`config.mk`:
```
export PLATFORM = sky130hd
export DESIGN_NAME = servo_ctrl_top
export DESIGN_NICKNAME = d
export VERILOG_FILES = /design/src/source/servo_pkg.sv /design/src/source/servo_ctrl_top.sv /design/src/source/servo_frame_gen.sv /design/src/source/servo_regs.sv /design/src/source/servo_width_ramp.sv
export SDC_FILE = /design/constraint.sdc
export NUM_CORES = 1
export LEC_CHECK = 0
export ABC_AREA = 1
export ABC_CLOCK_PERIOD_IN_PS = 5300
export BUFFER_PORTS_ARGS = -buffer_cell sky130_fd_sc_hd__buf_2
export CAP_MARGIN = 20
export CORE_MARGIN = 5
export CORE_UTILIZATION = 47
export CTS_BUF_LIST = sky130_fd_sc_hd__clkbuf_8
export CTS_CLUSTER_SIZE = 40
export DETAILED_ROUTE_END_ITERATION = 12
export PLACE_DENSITY = 0.66
export SLEW_MARGIN = 20
export SYNTH_ARGS = -nofsm -noshare
export SYNTH_HDL_FRONTEND = slang
export SYNTH_SLANG_ARGS = --single-unit
```
`constraint.sdc`:
```
create_clock -name CLK -period 5.3 [get_ports CLK]
set_input_delay 0.53 -clock CLK [delete_from_list [all_inputs] [get_ports CLK]]
set_output_delay 0.53 -clock CLK [all_outputs]
set_load 0.02 [all_outputs]
```
`src/source/servo_pkg.sv`:
```
`default_nettype none

package servo_pkg;

   // every pulse and time quantity is a 16-bit tick count
   localparam int WIDTH_W = 16;

   typedef logic [WIDTH_W-1:0] width_t;

   // pulse width limits in CLK ticks
   localparam width_t MIN_PULSE    = 16'd500;
   localparam width_t MAX_PULSE    = 16'd2500;
   // width change per frame boundary
   localparam width_t STEP_PULSE   = 16'd10;
   // low phase length after reset
   localparam width_t LOW_TIME_RST = 16'd15000;

   // RSVD is decoded like STOP
   typedef enum logic [1:0] {
      STOP = 2'd0,
      CW   = 2'd1,
      CCW  = 2'd2,
      RSVD = 2'd3
   } dir_t;

   // APB byte offsets
   localparam logic [3:0] ADDR_CTRL   = 4'h0;
   localparam logic [3:0] ADDR_OVR    = 4'h4;
   localparam logic [3:0] ADDR_LOW    = 4'h8;
   localparam logic [3:0] ADDR_STATUS = 4'hC;

   // control register layout, enable in bit 0
   typedef struct packed {
      logic [27:0] pad;
      logic        max_enable;
      dir_t        dir;
      logic        enable;
   } ctrl_word_t;

   // width registers use the low half only
   typedef struct packed {
      logic [15:0] pad;
      width_t      value;
   } width_word_t;

   // one bus word, seen as control fields or as a width
   typedef union packed {
      ctrl_word_t  ctrl;
      width_word_t wid;
   } reg_word_u;

   // register block outputs to the pulse logic
   typedef struct packed {
      logic   enable;
      dir_t   dir;
      logic   max_enable;
      width_t ovr_width;
      width_t low_time;
   } servo_cfg_t;

endpackage

`default_nettype wire

```
`src/source/servo_ctrl_top.sv`:
```
`timescale 1ns/1ps
`default_nettype none

module servo_ctrl_top
   import servo_pkg::*;
(
   input  logic        CLK,
   input  logic        arst_n,
   input  logic        psel,
   input  logic        penable,
   input  logic        pwrite,
   input  logic [3:0]  paddr,
   input  logic [31:0] pwdata,
   output logic [31:0] prdata,
   output logic        pready,
   output logic        pslverr,
   output logic        servo
);

   // register block to pulse logic
   servo_cfg_t cfg;
   // applied width, also read back through status
   width_t     width;
   // frame boundary strobe for the ramp
   logic       frame_end;

   servo_regs u_regs (
      .CLK     (CLK),
      .arst_n  (arst_n),
      .psel    (psel),
      .penable (penable),
      .pwrite  (pwrite),
      .paddr   (paddr),
      .pwdata  (pwdata),
      .prdata  (prdata),
      .pready  (pready),
      .pslverr (pslverr),
      .width   (width),
      .cfg     (cfg)
   );

   servo_width_ramp u_ramp (
      .CLK       (CLK),
      .arst_n    (arst_n),
      .cfg       (cfg),
      .frame_end (frame_end),
      .width     (width)
   );

   servo_frame_gen u_frame (
      .CLK       (CLK),
      .arst_n    (arst_n),
      .cfg       (cfg),
      .width     (width),
      .servo     (servo),
      .frame_end (frame_end)
   );

endmodule

`default_nettype wire

```
`src/source/servo_frame_gen.sv`:
```
`timescale 1ns/1ps
`default_nettype none

module servo_frame_gen
   import servo_pkg::*;
(
   input  logic       CLK,
   input  logic       arst_n,
   input  servo_cfg_t cfg,
   input  width_t     width,
   output logic       servo,
   output logic       frame_end
);

   // tick position inside the frame, wide enough for high plus low
   logic [WIDTH_W:0] pos;
   logic             running;
   logic             first_tick;

   // phase lengths latched on the first tick
   width_t           width_q;
   width_t           low_q;

   // phase lengths in force this tick
   width_t           cur_width;
   width_t           cur_low;
   logic [WIDTH_W:0] frame_len;

   // frames advance only while moving
   assign running = cfg.enable && ((cfg.dir == CW) || (cfg.dir == CCW));

   assign first_tick = (pos == '0);

   // first tick uses live values so the output rises at once
   assign cur_width = first_tick ? width : width_q;
   assign cur_low   = first_tick ? cfg.low_time : low_q;
   assign frame_len = {1'b0, cur_width} + {1'b0, cur_low};

   // high phase covers the first cur_width ticks
   assign servo = running && (pos < {1'b0, cur_width});

   // last low tick, or the only tick of an empty frame
   assign frame_end = running && ((pos + 1'b1) >= frame_len);

   // position counter
   always_ff @(posedge CLK or negedge arst_n) begin
      if (!arst_n) begin
         pos <= '0;
      end else if (!cfg.enable) begin
         // disable abandons the frame
         pos <= '0;
      end else if (running) begin
         if (frame_end) begin
            pos <= '0;
         end else begin
            pos <= pos + 1'b1;
         end
      end
      // stop and reserved hold the position
   end

   // capture the frame's lengths
   always_ff @(posedge CLK) begin
      if (running && first_tick) begin
         width_q <= width;
         low_q   <= cfg.low_time;
      end
   end

   a_quiet_when_disabled: assert property (
      @(posedge CLK) disable iff (!arst_n)
      !cfg.enable |-> !servo
   );

endmodule

`default_nettype wire

```
`src/source/servo_regs.sv`:
```
`timescale 1ns/1ps
`default_nettype none

module servo_regs
   import servo_pkg::*;
(
   input  logic        CLK,
   input  logic        arst_n,
   input  logic        psel,
   input  logic        penable,
   input  logic        pwrite,
   input  logic [3:0]  paddr,
   input  logic [31:0] pwdata,
   output logic [31:0] prdata,
   output logic        pready,
   output logic        pslverr,
   input  width_t      width,
   output servo_cfg_t  cfg
);

   // decoded views of the bus words
   reg_word_u  wr_word;
   reg_word_u  rd_word;

   logic       access;
   logic       addr_ok;
   logic       illegal;

   // control state
   logic       enable_q;
   dir_t       dir_q;
   logic       max_en_q;
   width_t     ovr_q;
   width_t     low_q;

   // second cycle of a transfer
   assign access = psel && penable;

   // only the four word offsets are mapped
   always_comb begin
      case (paddr)
         ADDR_CTRL,
         ADDR_OVR,
         ADDR_LOW,
         ADDR_STATUS: addr_ok = 1'b1;
         default:     addr_ok = 1'b0;
      endcase
   end

   // status is read only
   assign illegal = !addr_ok || (pwrite && (paddr == ADDR_STATUS));

   // no wait states, every access completes in one access cycle
   assign pready  = 1'b1;
   assign pslverr = access && illegal;

   assign wr_word = pwdata;

   // register writes, visible on cfg the cycle after the access phase
   always_ff @(posedge CLK or negedge arst_n) begin
      if (!arst_n) begin
         enable_q <= 1'b0;
         dir_q    <= STOP;
         max_en_q <= 1'b0;
         ovr_q    <= MIN_PULSE;
         low_q    <= LOW_TIME_RST;
      end else if (access && pwrite && !illegal) begin
         case (paddr)
            ADDR_CTRL: begin
               enable_q <= wr_word.ctrl.enable;
               dir_q    <= wr_word.ctrl.dir;
               max_en_q <= wr_word.ctrl.max_enable;
            end
            ADDR_OVR: begin
               ovr_q <= wr_word.wid.value;
            end
            ADDR_LOW: begin
               low_q <= wr_word.wid.value;
            end
            default: begin
            end
         endcase
      end
   end

   // read mux, unmapped offsets read as zero
   always_comb begin
      rd_word = '0;
      case (paddr)
         ADDR_CTRL: begin
            rd_word.ctrl.enable     = enable_q;
            rd_word.ctrl.dir        = dir_q;
            rd_word.ctrl.max_enable = max_en_q;
         end
         ADDR_OVR: begin
            rd_word.wid.value = ovr_q;
         end
         ADDR_LOW: begin
            rd_word.wid.value = low_q;
         end
         // width the next frame will sample
         ADDR_STATUS: begin
            rd_word.wid.value = width;
         end
         default: begin
         end
      endcase
   end

   assign prdata = rd_word;

   assign cfg = '{
      enable:     enable_q,
      dir:        dir_q,
      max_enable: max_en_q,
      ovr_width:  ovr_q,
      low_time:   low_q
   };

   // error response only in the access phase
   a_pslverr_access: assert property (
      @(posedge CLK) disable iff (!arst_n)
      pslverr |-> (psel && penable)
   );

endmodule

`default_nettype wire

```
`src/source/servo_width_ramp.sv`:
```
`timescale 1ns/1ps
`default_nettype none

module servo_width_ramp
   import servo_pkg::*;
(
   input  logic       CLK,
   input  logic       arst_n,
   input  servo_cfg_t cfg,
   input  logic       frame_end,
   output width_t     width
);

   // ramped width, kept between the limits
   width_t           ramp_q;
   width_t           ramp_next;
   // one extra bit so the upward step cannot wrap
   logic [WIDTH_W:0] up_sum;
   logic             ovr_active;

   // software width wins only while enabled and narrowing
   assign ovr_active = cfg.enable && cfg.max_enable && (cfg.dir == CCW);

   assign up_sum = {1'b0, ramp_q} + {1'b0, STEP_PULSE};

   // next frame's ramped width by direction
   always_comb begin
      ramp_next = ramp_q;
      case (cfg.dir)
         CW: begin
            // widen, clamp at the upper limit
            if (up_sum > {1'b0, MAX_PULSE}) begin
               ramp_next = MAX_PULSE;
            end else begin
               ramp_next = up_sum[WIDTH_W-1:0];
            end
         end
         CCW: begin
            // narrow, clamp at the lower limit
            // ramp holds during override
            if (!cfg.max_enable) begin
               if (ramp_q < (MIN_PULSE + STEP_PULSE)) begin
                  ramp_next = MIN_PULSE;
               end else begin
                  ramp_next = ramp_q - STEP_PULSE;
               end
            end
         end
         // stop and reserved hold
         default: begin
            ramp_next = ramp_q;
         end
      endcase
   end

   // step once per frame boundary
   always_ff @(posedge CLK or negedge arst_n) begin
      if (!arst_n) begin
         ramp_q <= MIN_PULSE;
      end else if (!cfg.enable) begin
         // disabled servo restarts from the lower limit
         ramp_q <= MIN_PULSE;
      end else if (frame_end) begin
         ramp_q <= ramp_next;
      end
   end

   // applied width, sampled by the frame generator at frame start
   assign width = ovr_active ? cfg.ovr_width : ramp_q;

   a_ramp_in_range: assert property (
      @(posedge CLK) disable iff (!arst_n)
      (ramp_q >= MIN_PULSE) && (ramp_q <= MAX_PULSE)
   );

endmodule

`default_nettype wire

```
==> out/results.ini <==
[routing]
post_drt_wl_per_cell_um=15.2
wl_um=19100
drt-met1-wl_um=9080
dr_wl_met2_um=8850
ant_nets=0
wl_met3_um=1050
vias_per_cell=5.15
dr.max_layer_used=met4
first_pass_iters=8
via_count=6491
drcViolationCount=0
drt-initial-drc-count=556

[flow_run]
maxCapViolations=0

[clock_tree]
clk_pin_slew_ns=0.12
cts.path.max_buffers=2
clk_latency_ns=0.40
tritoncts=built
clockRootBuffer=clkbuf_8
cts_buffers=9
cts_hold_buf=0
cts.sinks=100
htreeDepth=3

[sta]
setup_viol_count_final=0
fin_crit_sh=0.922
fmax_mhz=205
fin_crit_ns=4.89
hold_viol=0
maxSlewViolCount=0
finalSetupTns_ns=0
max-slew-margin-rel=0.270
rsz0062_at_grt=false
tightest_slew_ns=1.09
clock_skew_ns=0.0157

[yosys]
syn_area_mm2=0.00740
synthFlopType=dfrtp_1
syn_inst=991
ys_types=51
ys_seq_area_frac=0.363
yosys_warnings=0
synth_edf_count=32
ys_seq_elements=100
syn_area_per_cell_um2=7.46
synthArstFlopShare=0.680

[die]
die-height_um=135
die_x_um=135
rows=45
ios=76
start_util=0.483
dieArea_mm2=0.0183
core_area_mm2=0.0153

[power]
fin_total_pwr_mw=1.71
ir_drop_uv=165
power_density_mw_per_mm2=210
p_leak_nw=4.13

[finish]
final_area_mm2=0.00812
final_cell_mix=nand2_1 (261), inv_1 (145), o21ai_0 (86)
multi_input_comb_area_mm2=0.00397
drive_gt1_frac=0.126
diodes=0
regArea_mm2=0.00269
fillerInstances=1531
area_growth_pct=9.78
fin_nets=1142
finalCoreUtilization=0.530
final_common_cell=nand2_1

[grt]
gr-total-overflow=0
grt_pass1_vias=6070
grtUsageTotal=0.211
grt_max_degree=69
grt_pass1_wl_um=30800
antenna_found_initial=0

[worst_setup_path]
arrival_ns=5.16
slowest_delay_ns=0.43
crit_required_ns=5.57
critPathCaptureType=flip-flop
cp-start-kind=flip-flop
worstPathMaxFanout=31
path_class=reg2reg
crit_top_cell=a21oi_1
crit_slowest_cell=dfrtp_1

[min_path]
hp-class=in2async

[placed_design]
routabilityCongestion=0.947
numPortBuffers=42
hpwl_um=14900
placed_cell_area_mm2=0.00787

[run_status]
status=finished, final reports clean

==> kinds of logic (layout without fill, tap and decap cells) <==
family	after synthesis	count (layout)	synth area share
muxes	15	15	0.0203
buffers and inverters	190	234	0.111
adders and majority gates	56	56	0.0957
AOI/OAI and AO/OA	174	174	0.129
other	2	17	0.00102
DFF	100	100	0.363
and+or+nand+nor	427	427	0.248
xor gates and xnor gates	27	27	0.0320
==> registers in the layout, summed over array words and instances, names as in the netlist <==
signal,count
u_regs.dir_q,2
u_regs.low_q,16
u_frame.pos,17
u_regs.max_en_q,1
u_frame.width_q,16
u_regs.enable_q,1
u_ramp.ramp_q,15
u_frame.low_q,16
u_regs.ovr_q,16
==> synth_stat cells, types with 3 or more instances <==
library cell | number | area, um2
nand3_1 | 50 | 250
dfrtp_1 | 49 | 1230
buf_4 | 21 | 158
nand2_2 | 3 | 18.8
nand4_1 | 15 | 93.8
buf_2 | 7 | 35.0
o21bai_1 | 3 | 22.5
nor3_1 | 10 | 50.1
nor2_1 | 65 | 244
a21oi_1 | 39 | 195
xnor2_1 | 7 | 61.3
nor3_2 | 5 | 50.1
a211oi_1 | 4 | 30.0
o2111ai_1 | 4 | 35.0
nor2_2 | 7 | 43.8
inv_1 | 146 | 548
dfstp_2 | 19 | 499
ha_1 | 55 | 688
xor2_1 | 20 | 175
edfxtp_1 | 32 | 961
o211ai_1 | 4 | 30.0
nand2_1 | 261 | 980
clkbuf_1 | 9 | 33.8
o22ai_1 | 8 | 50.1
a22oi_1 | 3 | 22.5
o21ai_0 | 87 | 435
inv_2 | 4 | 15.0
mux2i_1 | 15 | 150
o21ai_1 | 14 | 70.1
==> worst paths after layout <==
check                                 start               end  slack, ns  cells past startpoint
setup / recovery             u_frame.pos[0]  u_ramp.ramp_q[9]       0.41                     27
hold / removal                       arst_n    u_frame.pos[1]       0.33                      2
hold reg to reg            u_ramp.ramp_q[2]  u_ramp.ramp_q[2]       0.51                      2
min in group CLK                  pwdata[5]   u_regs.ovr_q[5]       0.35                      3
max in group asynchronous            arst_n  u_regs.ovr_q[13]       4.37                      2
setup reg to reg             u_frame.pos[0]  u_ramp.ramp_q[9]       0.41                     27
==> metal layers <==
metal | up-vias | global-route usage
li1 | 3309 | -
met1 | 2977 | 0.299
met2 | 189 | 0.341
met3 | 16 | 0.0409
met4 | 0 | 0.0392
met5 | - | 0
==> report_power, final <==
group | switching (mW) | total (mW) | internal (mW)
combinational | 0.215 | 0.326 | 0.111
sequential | 0.0185 | 0.836 | 0.818
clock | 0.313 | 0.543 | 0.231
total | 0.546 | 1.71 | 1.16
==> area by class of cell <==
class                      count  area share
multi-input combinational    716       0.488
timing repair buffer          67      0.0510
inverter                     150      0.0698
timing repair inverter         1    0.000924
sequential                   100       0.331
clock inverter                 7      0.0114
clock buffer                   9      0.0153
tap                          211      0.0325
==> critical path: cells and delay by family (launching register included) <==
kind                       cells  cell delay [ns]
adders and majority gates      3             0.75
and+or+nand+nor                9             1.24
buffers and inverters          6             0.97
DFF                            1             0.43
AOI/OAI and AO/OA              9             1.36
==> through the flow <==
step                hold slack (ns)  cells  setup WS (ns)
CTS                           0.339   1259          0.414
finish                        0.327   1261          0.415
global route                  0.345   1261        0.00523
global placement              0.469   1243          0.479
detailed placement            0.496   1243          0.433
floorplan                     0.234   1006          0.988
==> what timing repair did <==
| action | in CTS | in global routing |
|---|---|---|
| endpoints found under the setup margin | 0 | 10 |
| resized for setup | 0 | 5 |
| endpoints found under the hold margin | 0 | 0 |
| setup buffers | 0 | 1 |
Power figures use the tool's default switching activity.
